File: config.mk
export PLATFORM = sky130hd
export DESIGN_NAME = mac_retire
export DESIGN_NICKNAME = d
export VERILOG_FILES = /design/src/source/mac_pkg.sv /design/src/source/mac_retire.sv
export SDC_FILE = /design/constraint.sdc
export NUM_CORES = 1
export LEC_CHECK = 0
export ABC_AREA = 1
export BUFFER_PORTS_ARGS = -buffer_cell sky130_fd_sc_hd__buf_2
export CORE_ASPECT_RATIO = 0.7
export CORE_MARGIN = 8
export CORE_UTILIZATION = 43
export DETAILED_ROUTE_END_ITERATION = 12
export GPL_TIMING_DRIVEN = 0
export HOLD_SLACK_MARGIN = 0.06
export PLACE_DENSITY_LB_ADDON = 0.2
export SYNTH_ARGS = -nofsm -noshare
export SYNTH_HDL_FRONTEND = slang
export SYNTH_SLANG_ARGS = --single-unit
File: constraint.sdc
create_clock -name clk -period 3.6 [get_ports clk]
set_clock_uncertainty 0.15 [all_clocks]
set_input_delay 0.54 -clock clk [delete_from_list [all_inputs] [get_ports clk]]
set_output_delay 0.54 -clock clk [all_outputs]
set_load 0.005 [all_outputs]
File: src/source/mac_pkg.sv
// Shared types and queue sizes of the multiply-accumulate subsystem
package mac_pkg;

  ////////////////////////////////////////////////////////////////////////////
  // Queue sizes
  ////////////////////////////////////////////////////////////////////////////

  // Operations waiting between the issue port and the core
  localparam int OP_QUEUE_DEPTH  = 4;
  // Results waiting between the core and the retire port
  localparam int RES_QUEUE_DEPTH = 4;

  ////////////////////////////////////////////////////////////////////////////
  // Operation and result formats
  ////////////////////////////////////////////////////////////////////////////

  // Operation select
  typedef enum logic [2:0] {
    MAC32,   // c + a*b, low word
    MSU32,   // c - a*b, low word
    MUL_I,   // subword product plus c, shifted right
    MUL_IR,  // as MUL_I with rounding
    MUL_H,   // upper word of the 64-bit product, multicycle
    DOT8,    // four byte products plus c
    DOT16    // two halfword products plus c
  } mac_opcode_e;

  // Operation as it crosses the request port, 111 bits
  typedef struct packed {
    mac_opcode_e opcode;
    // Bit 0 marks a as signed, bit 1 marks b as signed
    logic [1:0]  sign_sel;
    // Upper halves for MUL_I and MUL_IR
    logic        subword;
    // Right shift for MUL_I and MUL_IR
    logic [4:0]  imm;
    logic [31:0] op_a;
    logic [31:0] op_b;
    logic [31:0] op_c;
    logic [3:0]  tag;
  } mac_op_t;

  // Result with the tag of its operation, 36 bits
  typedef struct packed {
    logic [3:0]  tag;
    logic [31:0] result;
  } mac_res_t;

  // High-multiply sequencer, one partial product per step
  typedef enum logic [2:0] {IDLE, STEP0, STEP1, STEP2, FINISH} mulh_state_e;

endpackage

File: src/source/mac_retire.sv
// Four-phase response port that hands out one queued result per exchange
module mac_retire (
  input  logic              clk,
  input  logic              rst_n,
  // Result queue read side
  input  logic              valid_i,
  input  mac_pkg::mac_res_t data_i,
  output logic              pop_o,
  // Response port
  output logic              res_req_o,
  output mac_pkg::mac_res_t res_o,
  input  logic              res_ack_i
);

  // Request state, low when idle and high while a result is offered
  logic              req_q;
  // Offered result, held for the whole exchange
  mac_pkg::mac_res_t res_q;
  // Start of an exchange
  logic              raise;

  // Idle, something queued, and the last ack already gone
  assign raise     = ~req_q & valid_i & ~res_ack_i;
  // Ack seen, the head is delivered
  assign pop_o     = req_q & res_ack_i;

  assign res_req_o = req_q;
  assign res_o     = res_q;

  ////////////////////////////////////////////////////////////////////////////
  // Request machine
  ////////////////////////////////////////////////////////////////////////////

  always_ff @(posedge clk or negedge rst_n) begin
    if (!rst_n) begin
      req_q <= 1'b0;
    end else if (raise) begin
      req_q <= 1'b1;
    end else if (pop_o) begin
      // Drop req on the popping edge
      req_q <= 1'b0;
    end
  end

  // Capture the head when the request goes out
  always_ff @(posedge clk) begin
    if (raise) begin
      res_q <= data_i;
    end
  end

  // Offered result does not move under the requester
  a_res_stable: assert property (
    @(posedge clk) disable iff (!rst_n)
    res_req_o |=> (!res_req_o || $stable(res_o))
  ) else $error("res_o changed while res_req_o was high");

endmodule

==> reports/qor.yml <==
die_w_um: 77.5
cts_made_buffers: 5
synth_sequential_area_ratio_pct: 97.2
rr_worst_depth: 1
vias: 694
boundaryPins: 78
final_cell_mix: "buf_2, edfxtp_1, clkbuf_8, nand2_1"
fin_cells: 163
totalWireLength_um: 2410
worstPathRequired_ns: 3.35
r2r_setup_slack_ns: 1.89
hold_path_depth: 1
min_from: "data_i[23]"
clockRootBuffer: "clkbuf_8"
endpoint: "res_o[18]"
place.gp.congestion: 0.707
fmax_mhz: 581
syn_area_um2: 1140
grt_max_degree: 37
tns_ns: 0
tightestPinTransition_ns: 0.906
layout-drive-gt1-share_pct: 65.9
dieArea_um2: 4570
vdd_drop_max_uv: 323
syn_to_final_growth_pct: 45.7
synthCells: 44
critical_path_class: "in2reg"
synth_seq_cells: 37
synth_nets: 84
layout_min_cycle_time_ns: 1.72
worst_setup_path_end_kind: "flip-flop"
clk_pin_slew_ns: 0.06
arrival_ns: 1.47
grt_pass1_wl_um: 3780
power.leakage_nw: 0.718
htreeDepth: 2
vias_per_cell: 4.26
synth_cell_types: 7
grt_usage_pct: 10.9
row_count: 15
overflow: 0
drv_slew: 0
firstDrtPassIters: 4
remaining_drc_errors: 0
hold_viol: 0
core-area_um2: 2500
dp_cells: 155
syn_area_per_cell_um2: 25.8
rsz0062_at_grt: "no"
hold_class: "in2reg"
regArea_um2: 1110
drt_iter0_markers: 28
cts_sinks: 37
synth_top_area_cell: "edfxtp_1"
p_per_area_nw_per_um2: 480
tritoncts: "yes"
status: "completed"
finalSetupViolCount: 0
yosysWarnings: 0
critPathLaunch: "res_ack_i"
multi_input_area_um2: 28.8
path_max_fanout: 36
nNetsFinal: 169
synth_top_cell_area_share_pct: 95.0
clockBufferDepth: 2
maxCapViolCount: 0
slew_headroom_pct: 39.4
grt_antenna_before_repair: 0
clock_latency_ns: 0.27
wire_per_inst_um: 14.8
post-route-period-util_pct: 47.8
initial_core_util_pct: 45.6
num_antenna_cells: 0
synth_area_leaders: "edfxtp_1, dfrtp_1, nand2_1"
die_h_um: 59.0
rr_endpoint: "res_o[18]"
grt_pass1_vias: 806
nFillCells: 176
start_kind: "input pin"
port_buffers: 77
r2r-start: "res_req_o"
antenna_left: 0
mostFrequentLayoutCell: "buf_2"
## report_power, final
part	switching [W]	total, W	internal, W
Sequential	0.00000479	0.000498	0.000493
Combinational	0.0000235	0.0000502	0.0000267
Clock	0.000117	0.000247	0.000130
Total	0.000145	0.000795	0.000650
## sequential cells by signal (all words and copies together), names as in the netlist
name       flops
res_req_o      1
res_o         36
## timing repair
item                      in CTS  in global routing
hold buffers                   1                  0
setup buffers                  0                  0
hold endpoints to repair       1                  0
gates resized for setup        0                  0
## synth_stat cells (all sizes together)
library cell and instances:
edfxtp 36, nand2 4, inv 2, dfrtp 1, nor2 1
## routing by layer
metal	vias up	track usage, %	share of wire [%]
met3	3	7.88	13
met2	39	20.3	55
li1	339	-	-
met4	0	4.81	0.95
met5	-	0	0
met1	313	8.43	31
## kinds of logic after synthesis
kind of cell           synth area share [%]
buffers and inverters                 0.659
and+or+nand+nor                        2.09
DFF                                    97.2
## worst min path at each step
stage | to | slack [ns]
2_1_floorplan | res_req_o | 0.09
3_3_place_gp | res_req_o | 0.17
3_5_place_dp | res_req_o | 0.17
4_1_cts | res_o[32] | 0.28
5_1_grt | res_o[0] | 0.28
6_report | res_o[23] | 0.29
## metrics by stage
step           hold slack, ns  instance area (um^2)  util (%)  total power, W  setup slack [ns]
5_1_grt                 0.275                  1660      66.4        0.000826              1.76
2_1_floorplan          0.0944                  1140         -        0.000518              1.48
6_report                0.292                  1660      66.4        0.000795              1.88
4_1_cts                 0.281                  1660      66.4        0.000807              1.86
3_3_place_gp            0.166                  1570      62.7        0.000555              1.09
3_5_place_dp            0.167                  1570      62.9        0.000558              1.56
## layout make-up
class	count	share of cell area, %
repair buffers	78	23.9
inverters	2	0.453
clock inverters	1	0.227
clock buffers	6	4.38
flip-flops and latches	37	66.8
well taps	34	2.57
multi-input cells	5	1.74
## critical path: stages
cell     delay (ns)
buf_2          0.11
inv_2          0.05
nand2_2        0.06
nor2_4         0.68
No activity file was read; power rests on OpenSTA's default activity.
