`config.mk`:
```
export PLATFORM = sky130hd
export DESIGN_NAME = mac_core
export DESIGN_NICKNAME = d
export VERILOG_FILES = /design/src/source/mac_pkg.sv /design/src/source/mac_core.sv
export SDC_FILE = /design/constraint.sdc
export NUM_CORES = 2
export LEC_CHECK = 0
export ABC_AREA = 0
export BUFFER_PORTS_ARGS = -buffer_cell sky130_fd_sc_hd__buf_4
export CORE_UTILIZATION = 61
export DETAILED_ROUTE_END_ITERATION = 7
export GPL_ROUTABILITY_DRIVEN = 0
export HOLD_SLACK_MARGIN = 0.1
export PLACE_DENSITY = 0.93
export SKIP_CTS_REPAIR_TIMING = 1
export SLEW_MARGIN = 20
export SYNTH_ARGS = -nofsm -noshare
export SYNTH_HDL_FRONTEND = slang
export SYNTH_SLANG_ARGS = --single-unit
```
`constraint.sdc`:
```
create_clock -name clk -period 14.15 [get_ports clk]
set_clock_uncertainty 0.15 [all_clocks]
set_input_delay 2.83 -clock clk [delete_from_list [all_inputs] [get_ports clk]]
set_output_delay 2.83 -clock clk [all_outputs]
set_load 0.02 [all_outputs]
```
`src/source/mac_pkg.sv`:
```
// Shared types and queue sizes of the multiply-accumulate subsystem
package mac_pkg;

  ////////////////////////////////////////////////////////////////////////////
  // Queue sizes
  ////////////////////////////////////////////////////////////////////////////

  // Operations waiting between the issue port and the core
  localparam int OP_QUEUE_DEPTH  = 4;
  // Results waiting between the core and the retire port
  localparam int RES_QUEUE_DEPTH = 4;

  ////////////////////////////////////////////////////////////////////////////
  // Operation and result formats
  ////////////////////////////////////////////////////////////////////////////

  // Operation select
  typedef enum logic [2:0] {
    MAC32,   // c + a*b, low word
    MSU32,   // c - a*b, low word
    MUL_I,   // subword product plus c, shifted right
    MUL_IR,  // as MUL_I with rounding
    MUL_H,   // upper word of the 64-bit product, multicycle
    DOT8,    // four byte products plus c
    DOT16    // two halfword products plus c
  } mac_opcode_e;

  // Operation as it crosses the request port, 111 bits
  typedef struct packed {
    mac_opcode_e opcode;
    // Bit 0 marks a as signed, bit 1 marks b as signed
    logic [1:0]  sign_sel;
    // Upper halves for MUL_I and MUL_IR
    logic        subword;
    // Right shift for MUL_I and MUL_IR
    logic [4:0]  imm;
    logic [31:0] op_a;
    logic [31:0] op_b;
    logic [31:0] op_c;
    logic [3:0]  tag;
  } mac_op_t;

  // Result with the tag of its operation, 36 bits
  typedef struct packed {
    logic [3:0]  tag;
    logic [31:0] result;
  } mac_res_t;

  // High-multiply sequencer, one partial product per step
  typedef enum logic [2:0] {IDLE, STEP0, STEP1, STEP2, FINISH} mulh_state_e;

endpackage

```
`src/source/mac_core.sv`:
```
// Multiply-accumulate datapath with a four-step sequencer for the high product
module mac_core (
  input  logic              clk,
  input  logic              rst_n,
  // Operation queue read side
  input  logic              op_valid_i,
  input  mac_pkg::mac_op_t  op_i,
  output logic              op_pop_o,
  // Result queue write side
  output logic              res_push_o,
  output mac_pkg::mac_res_t res_o,
  input  logic              res_full_i
);

  mac_pkg::mulh_state_e state_q;
  mac_pkg::mulh_state_e state_d;

  // Sequencer owns the subword multiplier outside IDLE
  logic        mulh_active;
  // 33rd bit of the running sum, kept from STEP1 to STEP2
  logic        carry_q;
  // Running partial sum of the high product
  logic [31:0] acc_q;

  // Bit 0 takes the upper half of a, bit 1 the upper half of b
  logic [1:0]  sub_sel;
  logic [1:0]  sub_signed;
  logic [4:0]  sub_imm;
  logic        sub_arith;
  logic [16:0] sub_a;
  logic [16:0] sub_b;
  logic [32:0] sub_c;
  logic [33:0] sub_mul;
  logic [31:0] round_tmp;
  logic [31:0] round_val;
  logic [33:0] sub_mac;
  logic        msb_hi;
  logic        msb_lo;
  logic [33:0] sub_shift;

  logic [31:0] prod_lo;
  logic [31:0] int_result;

  logic [3:0][8:0]    dot8_a;
  logic [3:0][8:0]    dot8_b;
  logic [3:0][17:0]   dot8_mul;
  logic [1:0][16:0]   dot16_a;
  logic [1:0][16:0]   dot16_b;
  logic [1:0][31:0]   dot16_mul;
  logic signed [31:0] dot8_sum;
  logic signed [31:0] dot16_sum;

  // Reference products for the high-multiply checks
  logic [63:0] ref_ss;
  logic [63:0] ref_su;
  logic [63:0] ref_uu;

  ////////////////////////////////////////////////////////////////////////////
  // Sequencer step controls
  ////////////////////////////////////////////////////////////////////////////

  always_comb begin
    mulh_active = 1'b1;
    sub_sel     = 2'b00;
    sub_signed  = 2'b00;
    sub_imm     = 5'd0;
    sub_arith   = 1'b0;
    case (state_q)
      mac_pkg::IDLE: begin
        // Plain subword multiply straight from the operation
        mulh_active = 1'b0;
        sub_sel     = {2{op_i.subword}};
        sub_signed  = op_i.sign_sel;
        sub_imm     = op_i.imm;
        sub_arith   = op_i.sign_sel[0];
      end
      // AL*BL, unsigned, keep only its upper 16 bits
      mac_pkg::STEP0: sub_imm = 5'd16;
      mac_pkg::STEP1: begin
        // AL*BH, signed with b, result is a 33-bit sum
        sub_sel    = 2'b10;
        sub_signed = {op_i.sign_sel[1], 1'b0};
        sub_arith  = 1'b1;
      end
      mac_pkg::STEP2: begin
        // AH*BL, signed with a, then drop 16 bits
        sub_sel    = 2'b01;
        sub_signed = {1'b0, op_i.sign_sel[0]};
        sub_imm    = 5'd16;
        sub_arith  = 1'b1;
      end
      // AH*BH plus the sum so far gives the upper word
      mac_pkg::FINISH: begin
        sub_sel    = 2'b11;
        sub_signed = op_i.sign_sel;
      end
      default: mulh_active = 1'b0;
    endcase
  end

  // Next state and the pop, which is also the result push
  always_comb begin
    state_d  = state_q;
    op_pop_o = 1'b0;
    case (state_q)
      mac_pkg::IDLE: begin
        if (op_valid_i) begin
          if (op_i.opcode == mac_pkg::MUL_H) begin
            state_d = mac_pkg::STEP0;
          end else begin
            op_pop_o = ~res_full_i;
          end
        end
      end
      mac_pkg::STEP0: state_d = mac_pkg::STEP1;
      mac_pkg::STEP1: state_d = mac_pkg::STEP2;
      mac_pkg::STEP2: state_d = mac_pkg::FINISH;
      mac_pkg::FINISH: begin
        // Wait here while the result queue is full
        if (!res_full_i) begin
          op_pop_o = 1'b1;
          state_d  = mac_pkg::IDLE;
        end
      end
      default: state_d = mac_pkg::IDLE;
    endcase
  end

  assign res_push_o = op_pop_o;

  always_ff @(posedge clk or negedge rst_n) begin
    if (!rst_n) begin
      state_q <= mac_pkg::IDLE;
      carry_q <= 1'b0;
    end else begin
      state_q <= state_d;
      if (state_q == mac_pkg::STEP1) begin
        carry_q <= sub_mac[32];
      end else if (state_q == mac_pkg::STEP2) begin
        // Bits 33:32 are shifted back in, nothing to carry on
        carry_q <= 1'b0;
      end
    end
  end

  always_ff @(posedge clk) begin
    if (mulh_active && state_q != mac_pkg::FINISH) begin
      acc_q <= sub_shift[31:0];
    end
  end

  ////////////////////////////////////////////////////////////////////////////
  // 17x17 subword multiplier with accumulate, round and shift
  ////////////////////////////////////////////////////////////////////////////

  assign sub_a = sub_sel[0] ? {sub_signed[0] & op_i.op_a[31], op_i.op_a[31:16]}
                            : {sub_signed[0] & op_i.op_a[15], op_i.op_a[15:0]};
  assign sub_b = sub_sel[1] ? {sub_signed[1] & op_i.op_b[31], op_i.op_b[31:16]}
                            : {sub_signed[1] & op_i.op_b[15], op_i.op_b[15:0]};

  // STEP0 starts from zero, later steps from the saved sum
  assign sub_c = !mulh_active ? {op_i.op_c[31], op_i.op_c}
               : (state_q == mac_pkg::STEP0) ? '0 : {carry_q, acc_q};

  assign sub_mul   = $signed(sub_a) * $signed(sub_b);
  // Half of 2^imm, zero for imm of zero
  assign round_tmp = 32'h1 << op_i.imm;
  assign round_val = (op_i.opcode == mac_pkg::MUL_IR) ? {1'b0, round_tmp[31:1]} : '0;
  assign sub_mac   = $signed(sub_c) + $signed(sub_mul) + $signed(round_val);

  // Sequencer keeps 34 bits, plain ops sign-extend from bit 31
  assign msb_hi    = mulh_active ? sub_mac[33] : sub_mac[31];
  assign msb_lo    = mulh_active ? sub_mac[32] : sub_mac[31];
  assign sub_shift = $signed({sub_arith & msb_hi, sub_arith & msb_lo, sub_mac[31:0]}) >>> sub_imm;

  ////////////////////////////////////////////////////////////////////////////
  // 32-bit multiply-accumulate and dot products
  ////////////////////////////////////////////////////////////////////////////

  // Low word needs no signedness
  assign prod_lo    = op_i.op_a * op_i.op_b;
  assign int_result = (op_i.opcode == mac_pkg::MSU32) ? op_i.op_c - prod_lo
                                                      : op_i.op_c + prod_lo;

  always_comb begin
    dot8_sum  = $signed(op_i.op_c);
    dot16_sum = $signed(op_i.op_c);
    for (int i = 0; i < 4; i++) begin
      dot8_a[i]   = {op_i.sign_sel[0] & op_i.op_a[8*i+7], op_i.op_a[8*i +: 8]};
      dot8_b[i]   = {op_i.sign_sel[1] & op_i.op_b[8*i+7], op_i.op_b[8*i +: 8]};
      dot8_mul[i] = $signed(dot8_a[i]) * $signed(dot8_b[i]);
      dot8_sum    = dot8_sum + $signed(dot8_mul[i]);
    end
    for (int i = 0; i < 2; i++) begin
      dot16_a[i]   = {op_i.sign_sel[0] & op_i.op_a[16*i+15], op_i.op_a[16*i +: 16]};
      dot16_b[i]   = {op_i.sign_sel[1] & op_i.op_b[16*i+15], op_i.op_b[16*i +: 16]};
      // Low word of the product is all the sum needs
      dot16_mul[i] = $signed(dot16_a[i]) * $signed(dot16_b[i]);
      dot16_sum    = dot16_sum + $signed(dot16_mul[i]);
    end
  end

  // Result select, tag rides along
  always_comb begin
    res_o.tag = op_i.tag;
    case (op_i.opcode)
      mac_pkg::MAC32, mac_pkg::MSU32:               res_o.result = int_result;
      mac_pkg::MUL_I, mac_pkg::MUL_IR, mac_pkg::MUL_H: res_o.result = sub_shift[31:0];
      mac_pkg::DOT8:                                res_o.result = dot8_sum;
      mac_pkg::DOT16:                               res_o.result = dot16_sum;
      default:                                      res_o.result = '0;
    endcase
  end

  ////////////////////////////////////////////////////////////////////////////
  // Checks
  ////////////////////////////////////////////////////////////////////////////

  assign ref_ss = {{32{op_i.op_a[31]}}, op_i.op_a} * {{32{op_i.op_b[31]}}, op_i.op_b};
  assign ref_su = {{32{op_i.op_a[31]}}, op_i.op_a} * {32'b0, op_i.op_b};
  assign ref_uu = {32'b0, op_i.op_a} * {32'b0, op_i.op_b};

  a_mulh_ss: assert property (@(posedge clk) disable iff (!rst_n)
    (state_q == mac_pkg::FINISH && op_i.sign_sel == 2'b11) |-> res_o.result == ref_ss[63:32]
  ) else $error("signed high product mismatch");

  a_mulh_su: assert property (@(posedge clk) disable iff (!rst_n)
    (state_q == mac_pkg::FINISH && op_i.sign_sel == 2'b01) |-> res_o.result == ref_su[63:32]
  ) else $error("signed-unsigned high product mismatch");

  a_mulh_uu: assert property (@(posedge clk) disable iff (!rst_n)
    (state_q == mac_pkg::FINISH && op_i.sign_sel == 2'b00) |-> res_o.result == ref_uu[63:32]
  ) else $error("unsigned high product mismatch");

  // Back-pressure from the result queue holds the finished product
  a_finish_hold: assert property (@(posedge clk) disable iff (!rst_n)
    (state_q == mac_pkg::FINISH && res_full_i) |=> state_q == mac_pkg::FINISH
  ) else $error("sequencer left FINISH with the result queue full");

endmodule

```
==> results of run 1 <==
==> metrics by stage <==
step	setup TNS (ps)	instances	hold slack, ps	util	area [µm²]
4_1_cts	-26970	9951	423	0.702	79500
3_5_place_dp	-24740	9943	396	0.701	79300
3_3_place_gp	-12040	9943	375	0.701	79300
2_1_floorplan	-81.9	7662	298	-	70300
==> logic make-up after synthesis <==
| group | share of synthesized area |
|---|---|
| buffers and inverters | 0.127 |
| xor gates and xnor gates | 0.0338 |
| muxes | 0.0144 |
| DFF | 0.0151 |
| and+or+nand+nor | 0.122 |
| adders and majority gates | 0.623 |
| AOI/OAI and AO/OA | 0.0650 |
==> layer usage <==
metal,overflow,GRT usage
met1,8,0.643
met5,0,0.467
met3,9,0.638
met4,65,0.655
met2,79,0.816
==> metrics.yaml, run 1 <==
synth:
  synthFlopType: "edfxtp_1"
  synth_seq_cells: 36
  synth.distinct_cells: 90
  synth_top_area_cell: "fa_1"
  synth_async_sr_flop_share: 0.111
  synth.area.top_cells: "fa_1, inv_1, ha_1"
  synth_seq_area_share: 0.0151
  syn_area_um2: 70100
  synth_area_per_cell_um2: 9.14
  synth.most_common_cell: "inv_1"
  synth_edf_count: 32
  synth.top_cells.by_count: "inv_1, fa_1, nand2_1, ha_1, and2_1"
  synth_top_area_frac: 0.518
  syn-instance-count: 7662
  ys_warn_count: 0
  syn-num-nets: 10200
clock_tree:
  numCtsBuffers: 5
  clockBufferDepth: 2
  cts_root_buffer: "clkbuf_16"
  clock_sinks: 36
  cts-htree-levels: 2
global_route:
  grt_pass1_wl_um: 561000
  grt_pass1_vias: 82200
  grt_max_degree: 41
  grt_use_total: 0.689
  grt_overflow: 161
status:
  lastStage: "5_1_grt"
  first-error: "[ERROR GRT-0116] Global routing finished with congestion. Check the congestion regions in the DRC Viewer."
  outcome: "aborted with a tool error"
place:
  post-place-ws_ps: -1080
  dpl.hpwl_um: 257000
  io_buffers: 144
die:
  rows: 123
  die_h_um: 341
  start_util: 0.619
  dieWidth_um: 341
  ios: 153
==> run 2: changes to the inputs <==
- CORE_UTILIZATION: 61 -> 40
- HOLD_SLACK_MARGIN: 0.1 -> default
- PLACE_DENSITY: 0.93 -> default
- PLACE_DENSITY_LB_ADDON: default -> 0.15
- clock period: 14.15 -> 18.4 ns (I/O delays scaled with it)
==> metrics.yaml, run 2 <==
status:
  outcome: "finished clean"
critical_path:
  crit_fanout: 26
  max_stage_delay_ps: 610
  endpoint_kind: "output port"
  path_buf_inv: 8
  arrival_ps: 14300
  crit_required_ps: 14570
  cp_slowest_cell: "or4_1"
  r2r_start: "state_q[2]"
  cp_top_family: "adder cells"
  crit_type: "input pin to output port"
  crit_top_cell: "fa_1"
  r2r_slack_ps: 7370
  r2r-end: "acc_q[4]"
  startpoint_type: "input pin"
  ff2ff_path_depth: 28
global_route:
  grt_pass1_wl_um: 396000
  grt.busiest_layer: "met2"
  grt_pass1_vias: 57000
  grtUsageMet1: 0.405
  antenna_found_initial: 22
  grt_max_degree: 41
  grt_overflow: 0
  use_met3: 0.0482
  grtUsageMet2: 0.503
  grt_use_total: 0.314
place:
  dpl_cell_area_um2: 74000
  dpl.cell_count: 9970
  io_buffers: 144
  dpl.hpwl_um: 234000
sta:
  max-slew-margin-rel: 0.182
  setup_tns_ps: 0
  rsz0062_at_grt: "false"
  slew_viol_final: 0
  period_share: 0.985
  worst_pin_slew_ps: 1210
  post-route-min-period_ps: 18130
  hold_ws_ps: 453
  clock.fmax_mhz: 55.1
  hold_viol: 0
  setup_viol: 0
clock_tree:
  cts_root_buffer: "clkbuf_16"
  cts-htree-levels: 2
  numCtsBuffers: 5
  clock_sinks: 36
  clockBufferDepth: 2
  cts.clk_slew.worst_paths_ps: 70
  clk-insertion-delay-late_ps: 290
  cts_tree: "yes"
die:
  ios: 153
  core_area_um2: 174000
  dieWidth_um: 421
  die_area_um2: 177000
  rows: 153
  start_util: 0.403
  die_h_um: 421
finish:
  layout_common_cells: "inv_1, fa_1, nand2_1"
  largest_reg_flops: 32
  top_register: "acc_q"
  final_area_um2: 74200
  area_delta_synth_final_pct: 5.86
  final_common_cell: "inv_1"
  drive_above_1_share: 0.0531
  fillerInstances: 17600
  fin_cells: 9987
  reg_top3: "acc_q: 32 flops, state_q: 3 flops, carry_q: 1 flops"
  final_net_count: 10200
drt:
  routed_wl_um: 272000
  wire_per_inst_um: 27.2
  vias_per_cell: 5.32
  dr.pass1.iters: 6
  drcViolationCount: 0
  ant_nets: 0
  via_count: 53200
  drt_first_iter_violations: 4803
synth:
  syn-instance-count: 7662
  synth.most_common_cell: "inv_1"
  synth.area.top_cells: "fa_1, inv_1, ha_1"
  synth_async_sr_flop_share: 0.111
  synth_area_per_cell_um2: 9.14
  synthFlopType: "edfxtp_1"
  synth.distinct_cells: 90
  synth_seq_cells: 36
  syn-num-nets: 10200
  synth_top_area_frac: 0.518
  synth_top_area_cell: "fa_1"
  synth.top_cells.by_count: "inv_1, fa_1, nand2_1, ha_1, and2_1"
  syn_area_um2: 70100
  ys_warn_count: 0
  synth_seq_area_share: 0.0151
  synth_edf_count: 32
hold_path:
  min_path_cells: 2
  holdPathEnd: "carry_q"
  hold_class: "flip-flop to flip-flop"
  hp-start: "carry_q"
flow_run:
  cap_violations: 0
==> run 2: cell counts after synthesis <==
Identical to the previous run, type by type.
==> run 2: layout make-up <==
cell class	count	area, µm²	area share
Tap cell	2325	2910	0.0392
Multi-Input combinational cell	5257	60100	0.811
Inverter	2066	7750	0.105
Antenna cell	9	22.5	0.000304
Clock buffer	5	125	0.00169
Sequential cell	36	1060	0.0143
Timing Repair Buffer	286	2150	0.0290
Clock inverter	3	18.8	0.000253
==> run 2: cell families after synthesis <==
family	share of synthesized area
xor gates and xnor gates	0.0338
and+or+nand+nor	0.122
adders and majority gates	0.623
DFF	0.0151
buffers and inverters	0.127
muxes	0.0144
AOI/OAI and AO/OA	0.0650
==> run 2: worst reg2reg max path, delay by kind of cell, from the launching register on <==
kind / cells / cell delay [ps]
AOI/OAI and AO/OA: 12 / 4280
muxes: 1 / 580
and+or+nand+nor: 2 / 350
adders and majority gates: 8 / 3830
buffers and inverters: 5 / 990
DFF: 1 / 620
==> run 2: how the worst max path moves through the flow <==
stage	start	endpoint	cells after the start
2_1_floorplan	op_i[83]	res_o[31]	36
3_3_place_gp	op_i[77]	res_o[31]	36
3_5_place_dp	op_i[75]	res_o[26]	34
4_1_cts	op_i[75]	res_o[26]	34
5_1_grt	op_i[77]	res_o[31]	36
6_report	op_i[77]	res_o[31]	36
==> run 2: metrics by stage <==
| step | util | setup slack [ps] |
|---|---|---|
| floorplan | - | 1730 |
| global placement | 0.426 | 482 |
| detailed placement | 0.426 | 401 |
| CTS | 0.427 | 382 |
| global route | 0.427 | 5.95 |
| finish | 0.427 | 267 |
==> run 2: routing by layer <==
layer | vias up | wire length (µm)
met1 | 27600 | 106000
met4 | 14 | 19600
met5 | - | 86
li1 | 22700 | -
met2 | 2338 | 126000
met3 | 510 | 20700
Power of run 2 is not shown: default switching activity piles up to over one toggle a cycle in this logic, so the estimate is an artifact.
