`src/source/op_queue.sv`:
```
// Synchronous FIFO of one payload type with a single push and pop per cycle
module op_queue #(
  parameter type payload_t = logic [31:0],
  parameter int  DEPTH     = 4
) (
  input  logic     clk,
  input  logic     rst_n,
  // Write side
  input  logic     push_i,
  input  payload_t data_i,
  output logic     full_o,
  // Read side
  output logic     valid_o,
  output payload_t data_o,
  input  logic     pop_i
);

  // Circular storage
  payload_t mem_q [DEPTH];

  logic [$clog2(DEPTH)-1:0] wr_ptr_q;
  logic [$clog2(DEPTH)-1:0] rd_ptr_q;
  // One bit wider than the pointers, so full and empty differ
  logic [$clog2(DEPTH):0]   count_q;

  assign full_o  = (count_q == DEPTH);
  assign valid_o = (count_q != '0);
  // Head of the queue, visible the cycle after its push
  assign data_o  = mem_q[rd_ptr_q];

  ////////////////////////////////////////////////////////////////////////////
  // Pointers and occupancy
  ////////////////////////////////////////////////////////////////////////////

  always_ff @(posedge clk or negedge rst_n) begin
    if (!rst_n) begin
      wr_ptr_q <= '0;
      rd_ptr_q <= '0;
      count_q  <= '0;
    end else begin
      // Pointers wrap at DEPTH, which need not be a power of two
      if (push_i) begin
        wr_ptr_q <= (wr_ptr_q == DEPTH - 1) ? '0 : wr_ptr_q + 1'b1;
      end
      if (pop_i) begin
        rd_ptr_q <= (rd_ptr_q == DEPTH - 1) ? '0 : rd_ptr_q + 1'b1;
      end
      // Push and pop together leave the count alone
      if (push_i && !pop_i) begin
        count_q <= count_q + 1'b1;
      end else if (pop_i && !push_i) begin
        count_q <= count_q - 1'b1;
      end
    end
  end

  // Payload write
  always_ff @(posedge clk) begin
    if (push_i) begin
      mem_q[wr_ptr_q] <= data_i;
    end
  end

  ////////////////////////////////////////////////////////////////////////////
  // Checks on the neighbours
  ////////////////////////////////////////////////////////////////////////////

  // Producer honours full
  a_no_overflow: assert property (
    @(posedge clk) disable iff (!rst_n) push_i |-> !full_o
  ) else $error("push into a full queue");

  // Consumer honours valid
  a_no_underflow: assert property (
    @(posedge clk) disable iff (!rst_n) pop_i |-> valid_o
  ) else $error("pop from an empty queue");

endmodule

```
`config.mk`:
```
export PLATFORM = sky130hd
export DESIGN_NAME = op_queue
export DESIGN_NICKNAME = d
export VERILOG_FILES = /design/src/source/op_queue.sv
export SDC_FILE = /design/constraint.sdc
export NUM_CORES = 1
export LEC_CHECK = 0
export ABC_AREA = 1
export BUFFER_PORTS_ARGS = -buffer_cell sky130_fd_sc_hd__buf_2
export CORE_MARGIN = 2
export CORE_UTILIZATION = 50
export DETAILED_ROUTE_END_ITERATION = 10
export PLACE_DENSITY = 0.7
export SETUP_SLACK_MARGIN = 0.5
export SLEW_MARGIN = 20
export SYNTH_ARGS = -nofsm -noshare
export SYNTH_HDL_FRONTEND = slang
export SYNTH_SLANG_ARGS = --single-unit
```
`constraint.sdc`:
```
create_clock -name clk -period 1.9 [get_ports clk]
set_input_delay 0.285 -clock clk [delete_from_list [all_inputs] [get_ports clk]]
set_output_delay 0.285 -clock clk [all_outputs]
set_load 0.01 [all_outputs]
```
==> results.yml, run 1 <==
status:
  outcome: "finished with violations"
  violations: "setup timing"
die:
  coreArea_um2: 10800
  fp.dieW_um: 109
  io_pins: 70
  dieHeight_um: 109
  initial_core_util: 0.513
  dieArea_um2: 12000
  num_rows: 38
logic_synthesis:
  yosysSeqAreaShare: 0.723
  yosys-top-cells-count: "edfxtp_1, nand2_1, inv_1"
  synth_most_common_cell: "edfxtp_1"
  synth_top_family_by_area: "compound AO/OA/AOI/OAI gates"
  synth_cells: 427
  synth_edf_count: 128
  yosysTopAreaCellShare: 0.691
  synth_xor_xnor_area_share: 0.00157
  synth_mux_area_frac: 0
  synth_compound_area_frac: 0.0900
  synth.area.top_cells: "edfxtp_1, o211ai_1, nand2_1"
  avgSynthCellArea_um2: 13.0
  syn-num-nets: 470
  yosys_register_bits: 135
  synth.distinct_cells: 18
  syn_area_um2: 5560
  synth-main-ff-cell: "edfxtp_1"
  synth_top_area_cell: "edfxtp_1"
  synth_simple_gate_area_frac: 0.0805
  synth_fa_ha_area_frac: 0.0171
  synth_warnings: 0
  asyncSetResetFlopFracSynth: 0.0519
sta:
  fin_ws_ns: -0.186
  max_freq_ghz: 0.479
  setup_viol: 32
  hold_violations: 0
  drv_slew: 0
  min_period_ns: 2.09
  tightestPinTransition_ns: 0.303
  slew_headroom: 0.798
  fin_crit_sh: 1.10
  whs_ns: 0.000206
  rsz0062_at_grt: "yes"
  skew_ns: 0.00922
route:
  vias: 3785
  first_iter_violations: 259
  vias_per_cell: 5.24
  drt_pre_antenna_iters: 4
  wl_per_cell_um: 18.8
  drt-total-wl_um: 13600
  drc: 0
  antenna_left: 0
setup_path:
  required_ns: 1.62
  arrival_ns: 1.80
  crit_family: "flip-flops"
  path_class: "reg -> out"
  critical_path.most_common_cell: "nand2_1"
  startpoint_type: "register"
  worstPathMaxFanout: 14
  slowest_stage: "dfrtp_2"
  max_stage_delay_ns: 0.49
  crit_path_end_kind: "output port"
  crit_path_cell_trace: "clkinv_4 -> clkbuf_16 -> nand2_1 -> o211ai_1 -> nand2_1 -> buf_2"
  path_buf_inv: 3
final_layout:
  drive_above_1_share: 0.293
  fillers: 722
  final_cells: 723
  fin_area_um2: 7700
  final_nets: 614
  layout-area-overhead-vs-synth_pct: 38.5
  antennaDiodeCount: 0
global_route:
  track_usage: 0.204
  grt_pass1_vias: 3602
  antenna_found_initial: 0
  grt-ovfl-total: 0
  grt_max_degree: 58
  grt_pass1_wl_um: 17800
power_and_ir_drop:
  power_mw: 11.7
  ir_drop_mv: 0.749
  p_per_area_nw_per_um2: 1520
  cellLeakagePower_nw: 3.20
clock_network:
  cts_tree: "yes"
  cts.sinks: 135
  cts_buffers: 17
  clk_path_buf_depth: 2
  clkSlewWorstSetupHoldPaths_ns: 0.06
  root_buffer: "clkbuf_8"
  h-tree-depth: 4
  clkLatencyLatePin_ns: 0.52
place:
  place_congestion: 0.724
  dp_hpwl_um: 6030
  dpl-instance-area_um2: 6070
  dp.cells: 627
  io_buffer_count: 69
  dp_slack_ns: 0.360
job:
  maxCapViolCount: 0
hold_path:
  holdCritPathClass: "in -> reg"
metal layers:
metal  track usage  vias to the layer above  share of wire
met2         0.346                      126           0.52
met1         0.253                     1879           0.41
met4        0.0778                        0          0.012
met5             0                        -              0
met3        0.0510                       14          0.054
li1              -                     1766              -
stage by stage:
stage                     utilization  setup TNS, ns
after floorplan                     -              0
after global placement          0.560              0
after detailed placement        0.560              0
after CTS                       0.657          -2.19
after global routing            0.711          -6.40
final                           0.711          -3.96
power by group:
part           leakage, nW  switching [mW]  internal, mW
Clock                0.281            1.18          2.11
Sequential            1.26           0.194          3.83
Combinational         1.66            2.44          1.96
final timing paths:
path | slack [ns] | from | depth (start not counted) | end
max in group asynchronous | 1.59 | rst_n | 2 | wr_ptr_q[0]
hold / removal | 0.0002 | data_i[0] | 1 | mem_q[1][0]
setup / recovery | -0.19 | rd_ptr_q[0] | 6 | data_o[12]
min in group asynchronous | 0.13 | rst_n | 2 | count_q[2]
setup reg to reg | 0.37 | wr_ptr_q[1] | 6 | mem_q[0][17]
hold reg to reg | 0.48 | count_q[2] | 2 | count_q[2]
timing repair:
| action | CTS | global route |
|---|---|---|
| setup buffers | 6 | 12 |
| gates resized for setup | 12 | 54 |
| endpoints found under the setup margin | 148 | 127 |
| hold buffers | 33 | 0 |
| pin swaps | 0 | 8 |
| hold endpoints to repair | 130 | 0 |
| gates cloned | 2 | 12 |
cell families after synthesis:
group	Yosys count
AOI/OAI and AO/OA	68
xor gates and xnor gates	1
adders and majority gates	7
buffers and inverters	98
DFF	135
and+or+nand+nor	118
cell type report:
| class | count | area [µm²] | area share |
|---|---|---|---|
| clock inverter | 10 | 154 | 0.0200 |
| tap | 140 | 175 | 0.0227 |
| timing repair buffer | 145 | 1430 | 0.185 |
| inverter | 77 | 314 | 0.0408 |
| multi-input combinational | 194 | 1170 | 0.152 |
| sequential | 135 | 4020 | 0.522 |
| clock buffer | 21 | 429 | 0.0557 |
| timing repair inverter | 1 | 8.76 | 0.00114 |
placed cells by master, fill, tap and decap left out, drive strengths merged:
cell and count:
buf 102, bufinv 4, clkbuf 31, clkinv 6, clkinvlp 5, dfrtp 7, dlygate4sd3 33, edfxtp 128
fa 1, ha 6, inv 73, nand2 112, nand3 1, nand4 1, nor2 3, nor3 1
o211ai 64, o21ai 4, xnor2 1
sequential cells by signal (all words and copies together) (netlist names):
register / count
count_q: 3
mem_q: 128
rd_ptr_q: 2
wr_ptr_q: 2
(Power assumes the default switching activity.)
==> inputs of run 2 (changes only) <==
- CORE_UTILIZATION: 50 -> 36
- PLACE_DENSITY: 0.7 -> unset
- SETUP_SLACK_MARGIN: 0.5 -> unset
==> run 2 against run 1 <==
Against the previous run:
- the run now ends clean
- clock power decreased by 4%
- cell count decreased by 0.41%
- sequential share of layout area increased by 6.1 points
- via count decreased by 11%
- fmax increased by 11%
- hold slack improved by 0.083 ns
- design area decreased by 10%
- sequential power about the same
- first-iteration DRC count decreased by 51%
- clock-buffer cell count decreased by 1
- critical path type unchanged
- critical endpoint is now data_o[22]
- highest routed layer unchanged
==> results.yml, run 2 (same netlist as run 1, synthesis figures left out) <==
setup_path:
  crit_path_cell_trace: "inv_8 -> clkbuf_16 -> nand2_1 -> o211ai_1 -> nand2_1 -> buf_2"
  crit_family: "buffers and inverters"
  startpoint_type: "register"
  max_stage_delay_ns: 0.47
  critical_path.most_common_cell: "nand2_1"
  rrSetupSlack_ns: 0.45
  arrival_ns: 1.60
  reg2reg_from: "wr_ptr_q[0]"
  required_ns: 1.62
  path_class: "reg -> out"
  r2r_end: "mem_q[2][28]"
  worstPathMaxFanout: 14
  crit_path_end_kind: "output port"
  slowest_stage: "dfrtp_2"
  path_buf_inv: 3
  reg2regPathDepth: 5
final_layout:
  final_common_cell: "edfxtp_1"
  regMostFlops: "mem_q"
  drive_above_1_share: 0.233
  final_cells: 720
  layout_common_cells: "edfxtp_1, nand2_1, inv_1"
  layout-area-overhead-vs-synth_pct: 24.1
  largest_register_ffs: 128
  antennaDiodeCount: 0
  final_nets: 563
  post-route-util: 0.456
  reg_top3: "mem_q x128, count_q x3"
die:
  dieHeight_um: 128
  io_pins: 70
  coreArea_um2: 15100
  initial_core_util: 0.367
  fp.dieW_um: 128
  dieArea_um2: 16500
  num_rows: 45
global_route:
  grt_max_degree: 41
  grt_pass1_wl_um: 16600
  track_usage: 0.140
  grt_pass1_vias: 3298
  antenna_found_initial: 1
  grt-ovfl-total: 0
route:
  drt_pre_antenna_iters: 4
  antenna_left: 0
  vias: 3381
  vias_per_cell: 4.70
  wl_per_cell_um: 15.9
  first_iter_violations: 128
  drc: 0
  drt-total-wl_um: 11400
clock_network:
  clk_path_buf_depth: 2
  clkLatencyLatePin_ns: 0.41
  clkSlewWorstSetupHoldPaths_ns: 0.05
  root_buffer: "clkbuf_16"
  cts_buffers: 17
  cts.sinks: 135
  cts_tree: "yes"
  h-tree-depth: 4
power_and_ir_drop:
  switchingPower_mw: 3.34
  pwr-share-comb: 0.327
  seq_power_share: 0.377
  p_clk_frac: 0.297
  p_per_area_nw_per_um2: 1540
  sw_frac_of_total: 0.315
  cellLeakagePower_nw: 2.87
  ir_drop_mv: 0.762
  internal_power_mw: 7.27
sta:
  drv_slew: 0
  fin_ws_ns: 0.0131
  max_freq_ghz: 0.530
  tightestPinTransition_ns: 0.352
  slew_headroom: 0.766
  fin_crit_sh: 0.993
  min_period_ns: 1.89
  rsz0062_at_grt: "yes"
  skew_ns: 0.00924
  setup_viol: 0
  hold_violations: 0
  tns_ns: 0
place:
  dp_slack_ns: 0.344
  place_congestion: 0.713
  dp.cells: 678
  dp_hpwl_um: 6480
  io_buffer_count: 69
status:
  outcome: "complete, no violations"
hold_path:
  min_from: "data_i[4]"
  min_to: "mem_q[0][4]"
  holdCritPathClass: "in -> reg"
  hold-path-cell-count: 1
job:
  maxCapViolCount: 0
==> run 2: cell types whose count changed in the layout (fill, tap and decap cells not counted), sizes merged <==
cell / before / now
buf: 102 / 87
bufinv: 4 / 3
clkinvlp: 5 / 2
inv: 73 / 75
dlygate4sd3: 33 / 1
clkinv: 6 / 9
clkbuf: 31 / 26
==> run 2: layer usage <==
layer,GRT usage,wire length (µm),up-vias
li1,-,-,1658
met1,0.168,5170,1630
met2,0.228,5540,80
met3,0.0451,525,13
met4,0.0659,180,0
met5,0,0,-
==> run 2: repair_timing <==
action                     in CTS  in global routing
pin swaps                       1                  1
hold buffers                    1                  0
buffers inserted                1                  0
hold endpoints to repair        7                  0
setup endpoints to repair      18                 22
gates cloned                    1                  8
resized for setup               9                  5
==> run 2: worst max-delay path by stage <==
stage                start          end  slack [ns]  depth (start not counted)
4_1_cts        rd_ptr_q[0]   data_o[23]      -0.006                          5
3_3_place_gp   rd_ptr_q[0]   data_o[11]        0.39                          6
2_1_floorplan  wr_ptr_q[0]  mem_q[2][0]        0.22                          4
6_report       rd_ptr_q[0]   data_o[22]        0.01                          6
5_1_grt        rd_ptr_q[0]    data_o[5]       -0.07                          6
3_5_place_dp   rd_ptr_q[0]    data_o[4]        0.34                          6
==> run 2: area by class of cell <==
| type | instances | area (µm²) |
|---|---|---|
| clock inverter | 11 | 133 |
| clock buffer | 20 | 437 |
| inverter | 77 | 297 |
| sequential | 135 | 4020 |
| timing repair buffer | 94 | 721 |
| multi-input combinational | 194 | 1050 |
| tap | 188 | 235 |
| fill | 1349 | 8240 |
| timing repair inverter | 1 | 6.26 |
==> run 2: per-stage QoR <==
stage                     hold WS, ns  cell area [µm²]  power (mW)
final                          0.0836             6900        10.6
after floorplan               -0.0106             5560        6.09
after CTS                      0.0571             6720        10.4
after detailed placement        0.139             6070        7.05
after global placement          0.139             6070        6.97
after global routing           0.0675             6900        11.3
==> run 2: power groups by stage <==
stage                     registers, mW  clock network (mW)  logic (mW)
after floorplan                    4.01                   0        2.08
after global placement             4.03                   0        2.95
after detailed placement           4.04                   0        3.00
after CTS                          3.99                3.22        3.18
after global routing               4.05                3.35        3.86
final                              4.00                3.15        3.47
==> run 2: worst register-to-register path: stages, from the launching register on <==
cell	delay [ns]
dfrtp_1	0.41
inv_1	0.11
ha_1	0.16
nand2_1	0.05
clkinv_1	0.06
buf_4	0.32
==> inputs of run 3 (changes only) <==
- SLEW_MARGIN: 20 -> unset
- clock period: 1.9 -> 1.6 ns (I/O delays scaled with it)
==> run 3 against run 2 <==
Against the previous run:
- the flow now finishes with violations (setup timing)
- non-clock buffer count down 2
- total power grew 17%
- clock power up 13%
- sequential share of layout area barely moved
- die area stayed put
- register-to-register slack worse by 0.25 ns
- sequential cell count unchanged
- critical path depth unchanged
- global-route usage up 0.26 points
- clock-buffer cell count stayed put
- critical endpoint is now data_o[3]
- largest cell class unchanged
- largest power group unchanged
==> results.yml, run 3 (same netlist as run 1, synthesis figures left out) <==
status:
  outcome: "finished with violations"
  violations: "setup timing"
die:
  dieArea_um2: 16500
  num_rows: 45
  initial_core_util: 0.367
  fp.dieW_um: 128
  io_pins: 70
  dieHeight_um: 128
  coreArea_um2: 15100
final_layout:
  final_cells: 719
  multi_input_area_um2: 1060
  fin_area_um2: 6910
  final_common_cell: "edfxtp_1"
  layout_common_cells: "edfxtp_1, nand2_1, inv_1"
  final_nets: 560
  regMostFlops: "mem_q"
  layout-area-overhead-vs-synth_pct: 24.2
  drive_above_1_share: 0.234
  register_area_um2: 4020
  fillers: 1364
  reg_top3: "mem_q x128, count_q x3"
  largest_register_ffs: 128
sta:
  max_freq_ghz: 0.545
  skew_ns: 0.00492
  slew_headroom: 0.788
  drv_slew: 0
  fin_ws_ns: -0.233
  rsz0062_at_grt: "yes"
  tightestPinTransition_ns: 0.318
  setup_viol: 32
  hold_violations: 0
  min_period_ns: 1.83
  fin_crit_sh: 1.15
power_and_ir_drop:
  ir_drop_mv: 0.812
  cellLeakagePower_nw: 2.83
  p_per_area_nw_per_um2: 1810
hold_path:
  min_from: "data_i[3]"
  holdCritPathClass: "in -> reg"
setup_path:
  required_ns: 1.36
  worstSetupStartpoint: "rd_ptr_q[0]"
  path_class: "reg -> out"
  max_stage_delay_ns: 0.40
  crit_path_end_kind: "output port"
  crit_path_cell_trace: "inv_4 -> buf_6 -> nand2_1 -> o211ai_1 -> nand2_1 -> buf_2"
  worstPathMaxFanout: 19
  startpoint_type: "register"
  critical_path.most_common_cell: "nand2_1"
  path_buf_inv: 3
  reg2reg_from: "wr_ptr_q[0]"
  slowest_stage: "dfrtp_1"
  arrival_ns: 1.59
  crit_family: "buffers and inverters"
clock_network:
  root_buffer: "clkbuf_16"
  clk_path_buf_depth: 2
  cts_tree: "yes"
  clkLatencyLatePin_ns: 0.41
  h-tree-depth: 4
  cts.sinks: 135
  clkSlewWorstSetupHoldPaths_ns: 0.05
  cts_buffers: 17
place:
  dp_slack_ns: 0.143
  place_congestion: 0.690
  io_buffer_count: 69
  dpl-instance-area_um2: 6150
  dp_hpwl_um: 6280
  dp.cells: 675
route:
  first_iter_violations: 181
  vias: 3305
  wl_per_cell_um: 15.0
  drc: 0
  drt-total-wl_um: 10800
  drt_pre_antenna_iters: 6
  antenna_left: 0
  vias_per_cell: 4.60
global_route:
  antenna_found_initial: 1
  grt-ovfl-total: 0
  track_usage: 0.142
  grt_max_degree: 33
  grt_pass1_vias: 3285
  grt_pass1_wl_um: 17100
job:
  maxCapViolCount: 0
-- run 3: worst paths after layout --
path	endpoint	slack, ns	depth (start not counted)
max in group asynchronous	rd_ptr_q[1]	1.20	2
max	data_o[3]	-0.23	6
min	mem_q[1][3]	0.04	1
min reg2reg	count_q[2]	0.49	2
min in group asynchronous	count_q[1]	0.21	2
max reg2reg	mem_q[0][20]	0.20	5
-- run 3: layout make-up --
cell class | count | share of cell area
clock buffer | 20 | 0.0632
sequential | 135 | 0.582
multi-input combinational | 194 | 0.154
tap | 188 | 0.0341
clock inverter | 12 | 0.0159
antenna | 1 | 0.000362
inverter | 77 | 0.0438
timing repair buffer | 92 | 0.107
-- run 3: report_power, final --
group / internal, mW / switching (mW)
logic: 1.74 / 2.45
clock network: 2.25 / 1.31
registers: 4.55 / 0.182
total: 8.53 / 3.94
-- run 3: metal layers --
metal  wire, µm  vias up  global-route usage
met5          0        -                   0
met4        145        0              0.0588
met3        619       14              0.0509
met2       5400       75               0.235
met1       4590     1555               0.169
li1           -     1661                   -
-- run 3: repair_timing --
item                                    CTS  global route
endpoints found under the setup margin   32            32
pin swaps                                 8             1
endpoints found under the hold margin     7             0
resized for setup                        10             0
buffers inserted                          5             1
gates cloned                              4             0
hold buffers                              1             0
-- run 3: per-stage QoR --
step                      setup TNS [ns]  hold slack, ns  power (mW)   util
after global placement                 0          0.0949        8.47  0.406
final                              -6.13          0.0395        12.5  0.456
after global routing               -9.71          0.0255        13.3  0.456
after CTS                          -7.01          0.0203        12.7  0.455
after floorplan                        0         -0.0556        7.25      -
after detailed placement               0           0.104        8.56  0.406
